$ cat config.mk
export PLATFORM = sky130hd
export DESIGN_NAME = adc_trigger_top
export DESIGN_NICKNAME = d
export VERILOG_FILES = /design/src/hw/trg_pkg.sv /design/src/hw/adc_trigger_top.sv /design/src/hw/event_fifo.sv /design/src/hw/threshold_trigger.sv /design/src/hw/trg_regs.sv
export VERILOG_INCLUDE_DIRS = /design/src /design/src/hw
export SDC_FILE = /design/constraint.sdc
export NUM_CORES = 1
export LEC_CHECK = 0
export BUFFER_PORTS_ARGS = -buffer_cell sky130_fd_sc_hd__clkbuf_2
export CAP_MARGIN = 20
export CORE_AREA = 2 2 244 246
export CTS_BUF_LIST = sky130_fd_sc_hd__clkbuf_4
export CTS_CLUSTER_SIZE = 20
export DETAILED_ROUTE_END_ITERATION = 8
export DIE_AREA = 0 0 246 248
export MAX_ROUTING_LAYER = met4
export PLACE_DENSITY = 0.44
export SLEW_MARGIN = 15
export SYNTH_ARGS = -nofsm -noshare
export SYNTH_HDL_FRONTEND = slang
export SYNTH_SLANG_ARGS = --single-unit
$ cat constraint.sdc
create_clock -name AXIS_ACLK -period 9.55 [get_ports AXIS_ACLK]
set_input_delay 0.955 -clock AXIS_ACLK [delete_from_list [all_inputs] [get_ports AXIS_ACLK]]
set_output_delay 0.955 -clock AXIS_ACLK [all_outputs]
set_load 0.01 [all_outputs]
$ cat src/hw/trg_defines.svh
`ifndef TRG_DEFINES_SVH
`define TRG_DEFINES_SVH

// sample layout of one converter beat
`define TRG_ADC_BITS       12
`define TRG_LANE_BITS      16
`define TRG_LANES          8
`define TRG_TDATA_BITS     128

`define TRG_TS_BITS        16
`define TRG_LEN_BITS       8

// event FIFO geometry
`define TRG_FIFO_DEPTH     8
`define TRG_FIFO_PTR_BITS  3
`define TRG_FIFO_CNT_BITS  4

`define TRG_AXI_ADDR_BITS  5
`define TRG_AXI_DATA_BITS  32
`define TRG_AXI_STRB_BITS  4

// register offsets
`define TRG_REG_CTRL       5'h00
`define TRG_REG_THRESH     5'h04
`define TRG_REG_BASE       5'h08
`define TRG_REG_POST       5'h0C
`define TRG_REG_ACQ        5'h10
`define TRG_REG_STATUS     5'h14
`define TRG_REG_EVENT      5'h18
`define TRG_REG_TIME       5'h1C

// reset values, threshold is about 10% of full scale
`define TRG_THRESH_RST     409
`define TRG_BASE_RST       0
`define TRG_POST_RST       38
`define TRG_ACQ_RST        100

`endif

$ cat src/hw/trg_pkg.sv
`include "trg_defines.svh"

package trg_pkg;

    // one ADC sample, also used for baseline and threshold
    typedef logic [`TRG_ADC_BITS-1:0]      adc_sample_t;
    typedef logic [`TRG_TDATA_BITS-1:0]    tdata_t;
    typedef logic [`TRG_TS_BITS-1:0]       time_stamp_t;
    typedef logic [`TRG_LEN_BITS-1:0]      win_len_t;

    typedef logic [`TRG_AXI_DATA_BITS-1:0] reg_data_t;
    typedef logic [`TRG_AXI_ADDR_BITS-1:0] reg_addr_t;

    // window state machine
    typedef enum logic [1:0] {
        TRG_IDLE,
        TRG_ACTIVE,
        TRG_POST,
        TRG_REST
    } trg_state_t;

endpackage

$ cat src/hw/adc_trigger_top.sv
`timescale 1ns/1ps
`include "trg_defines.svh"

module adc_trigger_top
    import trg_pkg::*;
(
    input  logic                          AXIS_ACLK,
    input  logic                          AXIS_ARESETN,
    input  tdata_t                        s_axis_tdata,
    input  reg_addr_t                     s_axi_awaddr,
    input  logic                          s_axi_awvalid,
    output logic                          s_axi_awready,
    input  reg_data_t                     s_axi_wdata,
    input  logic [`TRG_AXI_STRB_BITS-1:0] s_axi_wstrb,
    input  logic                          s_axi_wvalid,
    output logic                          s_axi_wready,
    output logic                          s_axi_bvalid,
    output logic [1:0]                    s_axi_bresp,
    input  logic                          s_axi_bready,
    input  reg_addr_t                     s_axi_araddr,
    input  logic                          s_axi_arvalid,
    output logic                          s_axi_arready,
    output reg_data_t                     s_axi_rdata,
    output logic                          s_axi_rvalid,
    output logic [1:0]                    s_axi_rresp,
    input  logic                          s_axi_rready,
    output logic                          trig_flag,
    output time_stamp_t                   trig_time_stamp
);

    // configuration from the register block
    logic        arm;
    adc_sample_t threshold;
    adc_sample_t baseline;
    win_len_t    post_len;
    win_len_t    acq_len;
    time_stamp_t current_time;

    // event path
    logic                          event_push;
    time_stamp_t                   event_time;
    logic                          fifo_pop;
    logic                          fifo_clear;
    time_stamp_t                   fifo_data;
    logic                          fifo_empty;
    logic [`TRG_FIFO_CNT_BITS-1:0] fifo_count;
    logic                          fifo_overflow;

    trg_regs trg_regs_i (
        .AXIS_ACLK     (AXIS_ACLK),
        .AXIS_ARESETN  (AXIS_ARESETN),
        .awaddr        (s_axi_awaddr),
        .awvalid       (s_axi_awvalid),
        .awready       (s_axi_awready),
        .wdata         (s_axi_wdata),
        .wstrb         (s_axi_wstrb),
        .wvalid        (s_axi_wvalid),
        .wready        (s_axi_wready),
        .bvalid        (s_axi_bvalid),
        .bresp         (s_axi_bresp),
        .bready        (s_axi_bready),
        .araddr        (s_axi_araddr),
        .arvalid       (s_axi_arvalid),
        .arready       (s_axi_arready),
        .rdata         (s_axi_rdata),
        .rvalid        (s_axi_rvalid),
        .rresp         (s_axi_rresp),
        .rready        (s_axi_rready),
        .trig_flag     (trig_flag),
        .fifo_data     (fifo_data),
        .fifo_empty    (fifo_empty),
        .fifo_count    (fifo_count),
        .fifo_overflow (fifo_overflow),
        .arm           (arm),
        .threshold     (threshold),
        .baseline      (baseline),
        .post_len      (post_len),
        .acq_len       (acq_len),
        .current_time  (current_time),
        .fifo_pop      (fifo_pop),
        .fifo_clear    (fifo_clear)
    );

    threshold_trigger threshold_trigger_i (
        .AXIS_ACLK       (AXIS_ACLK),
        .AXIS_ARESETN    (AXIS_ARESETN),
        .s_axis_tdata    (s_axis_tdata),
        .arm             (arm),
        .threshold       (threshold),
        .baseline        (baseline),
        .post_len        (post_len),
        .acq_len         (acq_len),
        .current_time    (current_time),
        .trig_flag       (trig_flag),
        .trig_time_stamp (trig_time_stamp),
        .event_push      (event_push),
        .event_time      (event_time)
    );

    event_fifo event_fifo_i (
        .AXIS_ACLK    (AXIS_ACLK),
        .AXIS_ARESETN (AXIS_ARESETN),
        .push         (event_push),
        .push_data    (event_time),
        .pop          (fifo_pop),
        .clear        (fifo_clear),
        .pop_data     (fifo_data),
        .empty        (fifo_empty),
        .count        (fifo_count),
        .overflow     (fifo_overflow)
    );

endmodule

$ cat src/hw/event_fifo.sv
`timescale 1ns/1ps
`include "trg_defines.svh"

module event_fifo
    import trg_pkg::*;
(
    input  logic                          AXIS_ACLK,
    input  logic                          AXIS_ARESETN,
    input  logic                          push,
    input  time_stamp_t                   push_data,
    input  logic                          pop,
    input  logic                          clear,
    output time_stamp_t                   pop_data,
    output logic                          empty,
    output logic [`TRG_FIFO_CNT_BITS-1:0] count,
    output logic                          overflow
);

    localparam logic [`TRG_FIFO_CNT_BITS-1:0] FULL_COUNT = `TRG_FIFO_DEPTH;

    time_stamp_t                   mem [`TRG_FIFO_DEPTH];
    logic [`TRG_FIFO_PTR_BITS-1:0] wr_ptr;
    logic [`TRG_FIFO_PTR_BITS-1:0] rd_ptr;
    logic                          full;
    logic                          do_push;
    logic                          do_pop;

    assign empty   = (count == '0);
    assign full    = (count == FULL_COUNT);
    assign do_pop  = pop && !empty;
    // a pop in the same cycle frees the slot
    assign do_push = push && (!full || do_pop);

    always_ff @(posedge AXIS_ACLK)
    begin
        if (do_push && !clear)
            mem[wr_ptr] <= push_data;
    end

    always_ff @(posedge AXIS_ACLK)
    begin
        if (!AXIS_ARESETN || clear)
        begin
            wr_ptr   <= '0;
            rd_ptr   <= '0;
            count    <= '0;
            overflow <= 1'b0;
        end
        else
        begin
            if (do_push)
                wr_ptr <= wr_ptr + 1'b1;
            if (do_pop)
                rd_ptr <= rd_ptr + 1'b1;
            case ({do_push, do_pop})
                2'b10:   count <= count + 1'b1;
                2'b01:   count <= count - 1'b1;
                default: count <= count;
            endcase
            // sticky until clear
            if (push && !do_push)
                overflow <= 1'b1;
        end
    end

    // head word is always visible
    assign pop_data = mem[rd_ptr];

endmodule

$ cat src/hw/threshold_trigger.sv
`timescale 1ns/1ps
`include "trg_defines.svh"

module threshold_trigger
    import trg_pkg::*;
(
    input  logic        AXIS_ACLK,
    input  logic        AXIS_ARESETN,
    input  tdata_t      s_axis_tdata,
    input  logic        arm,
    input  adc_sample_t threshold,
    input  adc_sample_t baseline,
    input  win_len_t    post_len,
    input  win_len_t    acq_len,
    input  time_stamp_t current_time,
    output logic        trig_flag,
    output time_stamp_t trig_time_stamp,
    output logic        event_push,
    output time_stamp_t event_time
);

    logic [`TRG_LANES-1:0] lane_hit;
    logic                  hit;
    time_stamp_t           hit_time;
    trg_state_t            state;
    win_len_t              post_cnt;
    win_len_t              total_cnt;
    logic                  win_open;
    logic                  win_end;

    // samples below the baseline never count as a hit
    for (genvar i = 0; i < `TRG_LANES; i++)
    begin : g_lane
        adc_sample_t sample;
        adc_sample_t diff;

        assign sample      = s_axis_tdata[i*`TRG_LANE_BITS +: `TRG_ADC_BITS];
        assign diff        = sample - baseline;
        assign lane_hit[i] = (sample >= baseline) && (diff >= threshold);
    end

    always_ff @(posedge AXIS_ACLK)
    begin
        if (!AXIS_ARESETN)
            hit <= 1'b0;
        else
            hit <= |lane_hit;
    end

    // time of the beat that produced hit
    always_ff @(posedge AXIS_ACLK)
    begin
        hit_time <= current_time;
    end

    assign win_open = (state == TRG_IDLE) && arm && hit;

    // total cap wins over a continuing hit
    assign win_end = (total_cnt >= acq_len) || (!hit && (post_cnt >= post_len));

    always_ff @(posedge AXIS_ACLK)
    begin
        if (!AXIS_ARESETN)
        begin
            state      <= TRG_IDLE;
            post_cnt   <= '0;
            total_cnt  <= '0;
            event_push <= 1'b0;
        end
        else
        begin
            event_push <= 1'b0;
            if (!arm)
            begin
                state <= TRG_IDLE;
            end
            else
            begin
                case (state)
                    TRG_IDLE:
                    begin
                        if (win_open)
                        begin
                            state      <= TRG_ACTIVE;
                            post_cnt   <= '0;
                            total_cnt  <= win_len_t'(1);
                            event_push <= 1'b1;
                        end
                    end
                    TRG_ACTIVE, TRG_POST:
                    begin
                        if (win_end)
                        begin
                            state <= TRG_REST;
                        end
                        else
                        begin
                            total_cnt <= total_cnt + 1'b1;
                            if (hit)
                            begin
                                // restart post count
                                state    <= TRG_ACTIVE;
                                post_cnt <= '0;
                            end
                            else
                            begin
                                state    <= TRG_POST;
                                post_cnt <= post_cnt + 1'b1;
                            end
                        end
                    end
                    TRG_REST: state <= TRG_IDLE;
                    default:  state <= TRG_IDLE;
                endcase
            end
        end
    end

    always_ff @(posedge AXIS_ACLK)
    begin
        if (win_open)
            trig_time_stamp <= hit_time;
    end

    assign trig_flag  = (state == TRG_ACTIVE) || (state == TRG_POST);
    assign event_time = trig_time_stamp;

endmodule

$ cat src/hw/trg_regs.sv
`timescale 1ns/1ps
`include "trg_defines.svh"

module trg_regs
    import trg_pkg::*;
(
    input  logic                          AXIS_ACLK,
    input  logic                          AXIS_ARESETN,
    input  reg_addr_t                     awaddr,
    input  logic                          awvalid,
    output logic                          awready,
    input  reg_data_t                     wdata,
    input  logic [`TRG_AXI_STRB_BITS-1:0] wstrb,
    input  logic                          wvalid,
    output logic                          wready,
    output logic                          bvalid,
    output logic [1:0]                    bresp,
    input  logic                          bready,
    input  reg_addr_t                     araddr,
    input  logic                          arvalid,
    output logic                          arready,
    output reg_data_t                     rdata,
    output logic                          rvalid,
    output logic [1:0]                    rresp,
    input  logic                          rready,
    input  logic                          trig_flag,
    input  time_stamp_t                   fifo_data,
    input  logic                          fifo_empty,
    input  logic [`TRG_FIFO_CNT_BITS-1:0] fifo_count,
    input  logic                          fifo_overflow,
    output logic                          arm,
    output adc_sample_t                   threshold,
    output adc_sample_t                   baseline,
    output win_len_t                      post_len,
    output win_len_t                      acq_len,
    output time_stamp_t                   current_time,
    output logic                          fifo_pop,
    output logic                          fifo_clear
);

    logic      wr_ready;
    logic      wr_en;
    logic      rd_en;
    reg_data_t wr_old;
    reg_data_t wr_new;
    reg_data_t rd_mux;

    // byte lanes not strobed keep their old contents
    function automatic reg_data_t merge_strb(
        input reg_data_t                     old_val,
        input reg_data_t                     new_val,
        input logic [`TRG_AXI_STRB_BITS-1:0] strb
    );
        reg_data_t res;
        res = old_val;
        for (int b = 0; b < `TRG_AXI_STRB_BITS; b++)
        begin
            if (strb[b])
                res[b*8 +: 8] = new_val[b*8 +: 8];
        end
        return res;
    endfunction

    assign awready = wr_ready;
    assign wready  = wr_ready;
    assign bresp   = 2'b00;
    assign rresp   = 2'b00;

    assign wr_en = wr_ready && awvalid && wvalid;
    assign rd_en = arready && arvalid;

    // address and data taken together, one write per response
    always_ff @(posedge AXIS_ACLK)
    begin
        if (!AXIS_ARESETN)
        begin
            wr_ready <= 1'b0;
            bvalid   <= 1'b0;
        end
        else
        begin
            wr_ready <= !wr_ready && awvalid && wvalid && !bvalid;
            if (wr_en)
                bvalid <= 1'b1;
            else if (bready)
                bvalid <= 1'b0;
        end
    end

    // current contents of the addressed config register
    always_comb
    begin
        case (awaddr)
            `TRG_REG_THRESH: wr_old = reg_data_t'(threshold);
            `TRG_REG_BASE:   wr_old = reg_data_t'(baseline);
            `TRG_REG_POST:   wr_old = reg_data_t'(post_len);
            `TRG_REG_ACQ:    wr_old = reg_data_t'(acq_len);
            default:         wr_old = reg_data_t'(arm);
        endcase
    end

    assign wr_new = merge_strb(wr_old, wdata, wstrb);

    always_ff @(posedge AXIS_ACLK)
    begin
        if (!AXIS_ARESETN)
        begin
            arm       <= 1'b0;
            threshold <= `TRG_THRESH_RST;
            baseline  <= `TRG_BASE_RST;
            post_len  <= `TRG_POST_RST;
            acq_len   <= `TRG_ACQ_RST;
        end
        else if (wr_en)
        begin
            case (awaddr)
                `TRG_REG_CTRL:   arm       <= wr_new[0];
                `TRG_REG_THRESH: threshold <= wr_new[`TRG_ADC_BITS-1:0];
                `TRG_REG_BASE:   baseline  <= wr_new[`TRG_ADC_BITS-1:0];
                `TRG_REG_POST:   post_len  <= wr_new[`TRG_LEN_BITS-1:0];
                `TRG_REG_ACQ:    acq_len   <= wr_new[`TRG_LEN_BITS-1:0];
                default:         arm       <= arm;
            endcase
        end
    end

    // write-one pulse, lasts the single accept cycle
    assign fifo_clear = wr_en && (awaddr == `TRG_REG_CTRL) && wstrb[0] && wdata[1];

    always_comb
    begin
        rd_mux = '0;
        case (araddr)
            `TRG_REG_CTRL:   rd_mux = reg_data_t'(arm);
            `TRG_REG_THRESH: rd_mux = reg_data_t'(threshold);
            `TRG_REG_BASE:   rd_mux = reg_data_t'(baseline);
            `TRG_REG_POST:   rd_mux = reg_data_t'(post_len);
            `TRG_REG_ACQ:    rd_mux = reg_data_t'(acq_len);
            `TRG_REG_STATUS:
            begin
                rd_mux[0]   = trig_flag;
                rd_mux[1]   = fifo_empty;
                rd_mux[2]   = fifo_overflow;
                rd_mux[7:4] = fifo_count;
            end
            `TRG_REG_EVENT:
            begin
                // bit 31 marks a valid event
                if (!fifo_empty)
                    rd_mux = {1'b1, 15'd0, fifo_data};
            end
            `TRG_REG_TIME:   rd_mux = reg_data_t'(current_time);
            default:         rd_mux = '0;
        endcase
    end

    assign fifo_pop = rd_en && (araddr == `TRG_REG_EVENT) && !fifo_empty;

    always_ff @(posedge AXIS_ACLK)
    begin
        if (!AXIS_ARESETN)
        begin
            arready <= 1'b0;
            rvalid  <= 1'b0;
        end
        else
        begin
            arready <= !arready && arvalid && !rvalid;
            if (rd_en)
                rvalid <= 1'b1;
            else if (rready)
                rvalid <= 1'b0;
        end
    end

    always_ff @(posedge AXIS_ACLK)
    begin
        if (rd_en)
            rdata <= rd_mux;
    end

    // free-running time base, wraps
    always_ff @(posedge AXIS_ACLK)
    begin
        if (!AXIS_ARESETN)
            current_time <= '0;
        else
            current_time <= current_time + 1'b1;
    end

endmodule

# Word level (Yosys, flattened, before mapping)
# Memories as Yosys holds them, arrays and structs flattened. A register that Yosys moved wholly into a read port is not among the register bits.
# Cells that the tools add are included.
# Widths: inputs -> output; s select.
# op_classes
n_reduce_logical	60
n_lt_le_gt_ge	18
addsub	15
n_eq_ne	19
muxes	29
# op_table
cell	count
$ge 12x12->1	16
$pmux 24 s4	1
$sub 12x12->12	8
$mux 8	6
$pmux 12 s4	1
$mux 32	1
$pmux 8 s2	2
$logic_and 1x1->1	28
$pmux 4 s7	1
$eq 5x5->1 const B	5
$pmux 3 s8	1
$eq 5x4->1 const B	4
$add 16x1->16 const B	1
$add 8x1->8 const B	2
$ge 8x8->1	2
$reduce_and 2->1	6
$eq 5x3->1 const B	2
$logic_not 1->1	10
$logic_not 5->1	2
$pmux 4 s2	1
$reduce_bool 2->1	4
$reduce_or 8->1	1
$mux 1	7
$add 3x1->3 const B	2
18 further kinds	27
# word_totals
memories	1
ramBits	128
out_inout_bits	58
reg_bits	156
word_cells	164
in_bits	181
# mem_list
memory	words	word_bits	rd	rd_ports_with_merged_regs	write_ports	line_no	text
event_fifo_i.mem	8	16	1	1	1	event_fifo.sv:21	time_stamp_t mem [`TRG_FIFO_DEPTH];

# Depth between registers and ports, before layout
# Gate-level depths: netlist of run 1.
# logic_depth
ltp_word	9
depth_mapped	19
depth_no_buf	19

# By module
# From an unflattened synthesis of run 1, not the netlist that was laid out.
# hier_totals
cells_unflattened	1800
area_unflattened_um2	18486.5
# by_module_without_submodules
mod	seq_area_each_um2	area_each_um2	cells_each	n_inst
threshold_trigger	1201.2	8510.7	1035	1
event_fifo	4124.0	5685.5	276	1
trg_regs	1731.7	4290.4	489	1

# Least setup slack after synthesis of run 1
# No wires, ideal clock.
# synth_timing
path_kind	input to register
start	input port s_axis_tdata[112]
end	register threshold_trigger_i.hit
setup_ns	0.125
required_time_ns	9.425
cell_stages	19
slack_ns	5.455
t_arrival_ns	3.970
path_cell_list	inv_1 ha_1 inv_1 fa_1 a21o_1 a21oi_1 nor2_1 a211oi_1 o21bai_1 a21oi_1 xnor2_1 ha_1 nand2_1 o21ai_0 a211oi_1 nor3_1 o41ai_1 o311ai_0 o41a_1
# synth_via
elab_chain_len	4
# synth_rtl
element	line_no	text
from (decl)	adc_trigger_top.sv:9	input tdata_t s_axis_tdata,
$sub 12x12->12	threshold_trigger.sv:38	assign diff = sample - baseline;
$ge 12x12->1	threshold_trigger.sv:39	assign lane_hit[i] = (sample >= baseline) && (diff >= threshold);
$logic_and 1x1->1 *	threshold_trigger.sv:39	
$reduce_or 8->1 *	threshold_trigger.sv:47	hit <= |lane_hit;
to (signal assigned)	threshold_trigger.sv:47	
to (decl)	threshold_trigger.sv:23	logic hit;
# Mark *: on every way between the ends. The rest lies on a longest branch, timed or not.
# A chain may end at the register's enable or synchronous reset.

# Worst setup path in the final report of run 1
# layout_timing
start	register trg_regs_i.baseline[2]
end	register threshold_trigger_i.hit
# layout_via
elab_chain_len	4
# layout_rtl
element	line_no	text
from (decl)	trg_regs.sv:33	output adc_sample_t baseline,
from (signal assigned)	trg_regs.sv:110	baseline <= `TRG_BASE_RST;
from (signal assigned)	trg_regs.sv:119	`TRG_REG_BASE: baseline <= wr_new[`TRG_ADC_BITS-1:0];
$sub 12x12->12	threshold_trigger.sv:38	
$ge 12x12->1	threshold_trigger.sv:39	
$logic_and 1x1->1	threshold_trigger.sv:39	
$reduce_or 8->1 *	threshold_trigger.sv:47	
# Marks and branches as above.

==> metrics.md, run 1 <==
| Metric | Value |
|---|---|
| DR WL/cell | 19.4 um |
| FILL cells | 6,005 |
| Relative slew margins | 0.346 |
| Max-cap violations | 0 |
| Worst setup margin | 4.97 ns |
| Clk sinks | 272 |
| Asr flop ratio synth | 0 |
| IO Count | 239 |
| Multi-input logic area | 0.00973 mm2 |
| Total GRT Usage | 0.178 |
| Die Height | 248 um |
| Min Tclk post-route | 4.58 ns |
| Hold_buf cts | 0 |
| Fin. Hold Viols | 0 |
| Final Cycle Share | 0.480 |
| Standard-cell row count | 89 |
| Avg Cell Area, Syn | 10.4 um2 |
| Critical-path maximum fanout | 8 |
| CTS H-Tree Depth | 3 |
| Die Footprint | 0.0610 mm2 |
| Post-synth top area share | 0.278 |
| Critical path type | flip-flop to flip-flop |
| Hold Path Origin | trg_regs_i.current_time[15] |
| RD Place Congestion | 0.829 |
| Clock tree root driver cell | clkbuf_4 |
| Worst Setup End Kind | flip-flop |
| CP required | 10.18 ns |
| Reg clk slew, reported paths | 0.07 ns |
| Placed instance count | 2,580 |
| First-pass GRT wire length | 79.6 mm |
| DR vias/cell | 4.99 |
| Worst slack at placement | 4.79 ns |
| HP Class | flip-flop to flip-flop |
| Max clock buf depth | 3 |
| Hpwl dp | 37.7 mm |
| Yosys top cell by area | edfxtp_1 |
| Later-pin clock latency in the skew report | 0.77 ns |
| Cell area after synthesis | 0.0174 mm2 |
| Commonest non-fill, non-tap cells in the layout | 218 x ha_1, 165 x clkbuf_2, 161 x edfxtp_1, 122 x clkbuf_4, 120 x nor2_1 |
| Final setup viols | 0 |
| Commonest non-fill, non-tap cell in the layout | ha_1 |
| TNS Setup | 0 ns |
| RSZ-0062 raised after global routing | no |
| Via count | 13.5k |
| Gr ovfl total | 0 |
| Worst-Margin Slew | 0.974 ns |
| Post-route antenna net violation count | 0 |
| Port bufs | 165 |
| Status | completed |
| Pleak | 7.89 nW |
| Seq. cell area | 0.00706 mm2 |
| Pwr dens | 134 mW/mm2 |
| Primary FF master, synth | edfxtp_1 |
| Crit path from | trg_regs_i.baseline[2] |
| Synth Register Bits | 272 |
| CP max stage delay | 0.57 ns |
| Postcts setup bufs | 0 |
| EDFF count, synth | 161 |
| Cell count after synthesis | 1,663 |
| Initial core utilization | 0.297 |
| Ys Warns | 0 |
| Initial antenna violation count | 1 |
| Cts bufs inserted | 75 |
| Count of distinct cell types in the synthesized netlist | 76 |
| CTS tree | done |
| Fin Clk Skew | 0.0761 ns |
| CTS resizes | 0 |
| Slew Limit Fails | 0 |
| CP max stage cell | inv_1 |
| Die Wd | 246 um |
| Nets | 2,292 |
| Synth top area cells | edfxtp_1 28%, ha_1 16%, dfxtp_1 13% |
| Final std cells w/o fill | 2,715 |
| Crit path launch type | flip-flop |
| Area growth, synth to finish | 15.9% |
| Peak VDD IR | 79.8 uV |
| Largest net degree at the start of global routing | 39 |
| First drt pass iteration count | 7 |
| Initial drt markers | 810 |
| CP Cell Sequence | inv_1 -> ha_1 -> o21ai_0 -> a21boi_0 -> o21ai_0 -> a21oi_1 -> a211oi_1 -> xnor2_1 -> ha_1 -> a2111oi_0 -> o211ai_1 -> a31oi_1 -> a211o_1 -> o311ai_1 -> o41a_1 |
| Layout cells sized above 1 | 0.191 |
| CP Data Arrival Time | 5.21 ns |
| Core area | 0.0585 mm2 |
| Sequential element share of the synthesized area | 0.406 |
| DRC | 0 |
| Final WL | 52.8 mm |
| Vias in the first global route | 13.4k |
| Reg-to-Reg Start | trg_regs_i.baseline[2] |
| Fmax achieved | 0.218 GHz |
[kinds of logic (layout without fill, tap and decap cells)]
| group | count (synthesis) | after routing | synth area share |
|---|---|---|---|
| AO/OA/AOI/OAI | 408 | 408 | 0.154 |
| flip-flops | 272 | 272 | 0.406 |
| multiplexers | 82 | 82 | 0.0704 |
| adder cells (fa/ha/maj) | 227 | 227 | 0.167 |
| buffers and inverters | 158 | 418 | 0.0387 |
| AND/OR/NAND/NOR | 422 | 422 | 0.116 |
| other | 1 | 20 | 0.000216 |
| XOR/XNOR | 93 | 93 | 0.0469 |
[synth_stat cells (all sizes together) (27+ instances only)]
master,instances
a211oi,27
a21o,33
a21oi,116
buf,30
clkbuf,31
dfxtp,111
edfxtp,161
ha,218
inv,96
mux2i,49
mux4,32
nand2,113
nand3,32
nor2,121
nor3,27
o21ai,87
xnor2,62
xor2,31
[final cells by class]
cell class | count | area share
Antenna cell | 1 | 0.000124
Tap cell | 773 | 0.0480
Timing Repair Buffer | 187 | 0.0492
Clock buffer | 122 | 0.0455
Multi-Input combinational cell | 1251 | 0.483
Clock inverter | 12 | 0.00547
Inverter | 97 | 0.0181
Sequential cell | 272 | 0.351
[report_power, final]
| part | internal, mW | total [mW] | switching, mW | leakage (nW) |
|---|---|---|---|---|
| Clock | 0.632 | 1.14 | 0.506 | 0.621 |
| Combinational | 0.140 | 0.317 | 0.177 | 4.93 |
| Sequential | 1.23 | 1.24 | 0.00462 | 2.35 |
[routing by layer]
metal  routed length, um  GRT usage
met1               24600      0.233
met3                2410     0.0289
met5                   0          -
met4                 782     0.0398
met2               25000      0.291
[per-stage QoR]
step	util	hold WS [ns]	power (mW)	area, um2
global placement	0.327	0.371	1.57	19100
CTS	0.344	0.386	2.74	20100
global route	0.344	0.401	2.84	20100
finish	0.344	0.388	2.69	20100
detailed placement	0.327	0.378	1.58	19100
floorplan	-	0.329	1.49	17400
[registers in the layout, indices dropped and copies added, names as in the netlist, 2 cells and up, named ones only]
| name | flops |
|---|---|
| event_fifo_i.count | 4 |
| event_fifo_i.mem | 128 |
| event_fifo_i.rd_ptr | 3 |
| event_fifo_i.wr_ptr | 3 |
| threshold_trigger_i.event_time | 16 |
| threshold_trigger_i.hit_time | 16 |
| threshold_trigger_i.post_cnt | 8 |
| threshold_trigger_i.state | 2 |
| threshold_trigger_i.total_cnt | 8 |
| trg_regs_i.acq_len | 8 |
| trg_regs_i.baseline | 12 |
| trg_regs_i.current_time | 16 |
| trg_regs_i.post_len | 8 |
| trg_regs_i.rdata | 17 |
| trg_regs_i.threshold | 12 |
[critical path, delay by kind of cell, from the launching register on]
family	cells	cell delay, ns
AO/OA/AOI/OAI	11	2.64
XOR/XNOR	1	0.18
adder cells (fa/ha/maj)	2	0.68
buffers and inverters	1	0.57
flip-flops	1	0.36
[final timing paths]
check                                      to  slack (ns)  cells after the start
max                   threshold_trigger_i.hit        4.97                     15
min          threshold_trigger_i.hit_time[15]        0.39                      0
max reg2reg           threshold_trigger_i.hit        4.97                     15
min reg2reg  threshold_trigger_i.hit_time[15]        0.39                      0
Power figures use the tool's default switching activity.
==> run 2: changes to the inputs <==
ABC_AREA = 1   (was unset)
CORE_AREA = 2 2 251 253   (was 2 2 244 246)
DIE_AREA = 0 0 253 255   (was 0 0 246 248)
clock period = 4.4 ns   (was 9.55 ns; I/O delays follow)
==> run 2 against run 1 <==
First-iteration DRC count increased by 9.9%; fmax increased by 29%; count of clock-buffer cells in the layout decreased by 8; power increased by 120%; register-to-register slack got worse by 4.1 ns; final area increased by 5.5%; hold slack got worse by 0.25 ns; critical endpoint unchanged; combinational power increased by 140%; critical path depth increased by 4; highest routed layer unchanged; clock power increased by 110%; worst setup slack got worse by 4.1 ns; critical path type unchanged; wire length increased by 11%.
==> metrics.md, run 2 <==
| Metric | Value |
|---|---|
| Post-route antenna net violation count | 0 (unchanged) |
| Reg clk slew, reported paths | 0.07 ns (about the same) |
| Worst-Margin Slew | 0.942 ns (-0.0316 ns) |
| Clk sinks | 272 (unchanged) |
| CTS resizes | 0 (unchanged) |
| Largest net degree at the start of global routing | 65 (+67%) |
| Worst slack at placement | 0.848 ns (-3.94 ns) |
| Largest registers | event_fifo_i.mem (128), trg_regs_i.rdata (17) |
| Layout cells sized above 1 | 0.134 (-0.0563) |
| Most used standard cell by instance count after synthesis | nand2_1 |
| Initial drt markers | 890 (+9.9%) |
| Clock tree root driver cell | clkbuf_4 |
| HP Class | input pin to flip-flop |
| Max clock buf depth | 3 (unchanged) |
| Asr flop ratio synth | 0 (unchanged) |
| Die Wd | 253 um (+2.8%) |
| Peak VDD IR | 169 uV (+110%) |
| Standard-cell row count | 92 (+3.4%) |
| Reg2reg path depth | 19 (+4) |
| Critical path type | flip-flop to flip-flop |
| Hold depth | 5 (+5) |
| Crit path launch type | flip-flop |
| Total GRT Usage | 0.188 (+0.0100) |
| Vias in the first global route | 16.0k (+19%) |
| Initial core utilization | 0.296 (-0.000640) |
| CP required | 5.00 ns (-5.18 ns) |
| Via count | 16.0k (+18%) |
| RSZ-0062 raised after global routing | no |
| Cell area after synthesis | 0.0184 mm2 (+6.1%) |
| CTS H-Tree Depth | 3 (unchanged) |
| DRC | 0 (unchanged) |
| Worst Setup End Kind | flip-flop |
| Status | completed |
| Sequential element share of the synthesized area | 0.383 (-0.0233) |
| Fin Clk Skew | 0.0493 ns (-0.0268 ns) |
| Final Cycle Share | 0.808 (+0.328) |
| Pwr dens | 274 mW/mm2 (+110%) |
| Hold Path Origin | s_axi_awaddr[4] |
| Core area | 0.0622 mm2 (+6.3%) |
| DR WL/cell | 17.6 um (-9.4%) |
| Nets | 2,889 (+26%) |
| Cts bufs inserted | 75 (unchanged) |
| Critical-path maximum fanout | 8 (unchanged) |
| Pleak | 9.58 nW (+21%) |
| Slew Limit Fails | 0 (unchanged) |
| Yosys top cell by area | edfxtp_1 |
| Placed instance count | 3,198 (+24%) |
| Count of distinct cell types in the synthesized netlist | 49 (-36%) |
| CTS tree | done |
| Die Footprint | 0.0645 mm2 (+5.7%) |
| Port bufs | 165 (unchanged) |
| Primary FF master, synth | edfxtp_1 |
| Synth top area cells | edfxtp_1 26%, ha_1 15%, dfxtp_1 12% |
| CP Data Arrival Time | 4.16 ns (-1.05 ns) |
| Final setup viols | 0 (unchanged) |
| Hpwl dp | 41.8 mm (+11%) |
| R2r setup slk | 0.84 ns (-4.12 ns) |
| Worst Hold End | trg_regs_i.arm |
| Final WL | 58.8 mm (+11%) |
| Die Height | 255 um (+2.8%) |
| R2R Path End | threshold_trigger_i.hit |
| Fin. Hold Viols | 0 (unchanged) |
| Reg-to-Reg Start | trg_regs_i.baseline[2] |
| Largest register FFs | 128 (unchanged) |
| Area growth, synth to finish | 15.2% |
| Postcts setup bufs | 0 (unchanged) |
| Relative slew margins | 0.371 (+0.0251) |
| Synth Register Bits | 272 (unchanged) |
| Reg with most FFs | event_fifo_i.mem |
| Commonest non-fill, non-tap cell in the layout | nand2_1 |
| Later-pin clock latency in the skew report | 0.76 ns (about the same) |
| Max-cap violations | 0 (unchanged) |
| Post-synth top area share | 0.262 (-0.0160) |
| Gr ovfl total | 0 (unchanged) |
| Cell count after synthesis | 2,251 (+35%) |
| Ys Warns | 0 (unchanged) |
| Avg Cell Area, Syn | 8.19 um2 (-22%) |
| Fmax achieved | 0.281 GHz (+29%) |
| Initial antenna violation count | 3 (+2) |
| First drt pass iteration count | 5 (-2) |
| Worst setup margin | 0.843 ns (-4.12 ns) |
| Most frequent cells after synthesis | 466 x nand2_1, 286 x inv_1, 226 x nor2_1 |
| RD Place Congestion | 0.886 (+6.9%) |
| EDFF count, synth | 161 (unchanged) |
| IO Count | 239 (unchanged) |
| DR vias/cell | 4.80 (-3.7%) |
| TNS Setup | 0 ns (unchanged) |
| Min Tclk post-route | 3.56 ns (-1.03 ns) |
| Commonest non-fill, non-tap cells in the layout | 466 x nand2_1, 286 x inv_1, 226 x nor2_1, 218 x ha_1, 186 x a21oi_1 |
| First-pass GRT wire length | 89.9 mm (+13%) |
| Final std cells w/o fill | 3,338 (+23%) |
-- run 2: cell count changes after synthesis, moves of 30 or more --
cell     before  now
o21ai_0      81  114
xor2_1       31   63
nor2_1      120  226
a21oi_1     115  186
xnor2_1      62   25
nand2_1     113  466
mux4_2       32    0
mux2i_1      49   19
nand3_1      32   72
inv_1        96  286
-- run 2: metal layers --
layer,wire length (um),up-vias,track usage
met4,1720,0,0.0639
li1,-,8138,-
met5,0,-,-
met3,2850,97,0.0303
met1,26700,7375,0.237
met2,27500,415,0.308
-- run 2: stage by stage --
stage	total power [mW]	hold slack (ns)	instance area, um2	utilization
floorplan	3.30	0.331	18500	-
global placement	3.50	0.341	20200	0.325
detailed placement	3.51	0.335	20200	0.325
CTS	5.92	0.0585	21200	0.342
global route	6.16	0.118	21200	0.342
finish	5.82	0.135	21200	0.342
-- run 2: worst max-delay path, stage by stage, from the launching register on --
cell     delay, ns
dfxtp_1       0.35
inv_1         0.29
ha_1          0.49
nand2_1       0.11
nor3_1        0.18
nor2_1        0.10
o21ai_0       0.40
nand4_1       0.21
nand3_1       0.11
nand2_1       0.06
ha_1          0.29
nand2_1       0.10
nor2_1        0.07
and2_1        0.13
nand2_1       0.06
nand4_1       0.07
nand2_1       0.15
nand2_1       0.08
nor2_1        0.11
a21oi_1       0.07
-- run 2: what timing repair did --
item | in CTS | in global routing
hold endpoints to repair | 4 | 0
setup endpoints to repair | 0 | 0
hold buffers | 5 | 0
-- run 2: worst max-delay path by stage --
stage / endpoint / slack [ns] / start / depth (start not counted)
2_1_floorplan: event_fifo_i.mem[4][0] / 1.31 / s_axi_arvalid / 8
3_3_place_gp: threshold_trigger_i.hit / 0.86 / trg_regs_i.baseline[2] / 19
3_5_place_dp: threshold_trigger_i.hit / 0.85 / trg_regs_i.baseline[2] / 19
4_1_cts: threshold_trigger_i.hit / 0.85 / trg_regs_i.baseline[2] / 19
5_1_grt: threshold_trigger_i.hit / 0.44 / trg_regs_i.baseline[2] / 19
6_report: threshold_trigger_i.hit / 0.84 / trg_regs_i.baseline[2] / 19
-- run 2: power breakdown --
part / internal, mW / leakage [nW] / switching, mW
Combinational: 0.314 / 6.64 / 0.457
Clock: 1.25 / 0.581 / 1.12
Sequential: 2.68 / 2.36 / 0.00764
Total: 4.24 / 9.58 / 1.58
-- run 2: cell families (layout without fill, tap and decap cells) --
kind of cell    after synthesis  after routing  share of synthesized area
simple gates                861            861                      0.194
compound gates              429            429                      0.134
buf+inv                     354            623                     0.0783
xor+xnor                     88             88                     0.0418
flops                       272            272                      0.383
mux                          19             19                     0.0103
fa+ha+maj                   227            227                      0.158
other cells                   1             20                   0.000204
-- run 2: layout make-up --
type / count / area, um2
well taps: 799 / 1000
flip-flops and latches: 272 / 7060
diodes: 1 / 2.50
clock buffers: 114 / 856
multi-input cells: 1643 / 10000
clock inverters: 20 / 126
fillers: 6626 / 40900
inverters: 292 / 1100
repair buffers: 197 / 1080
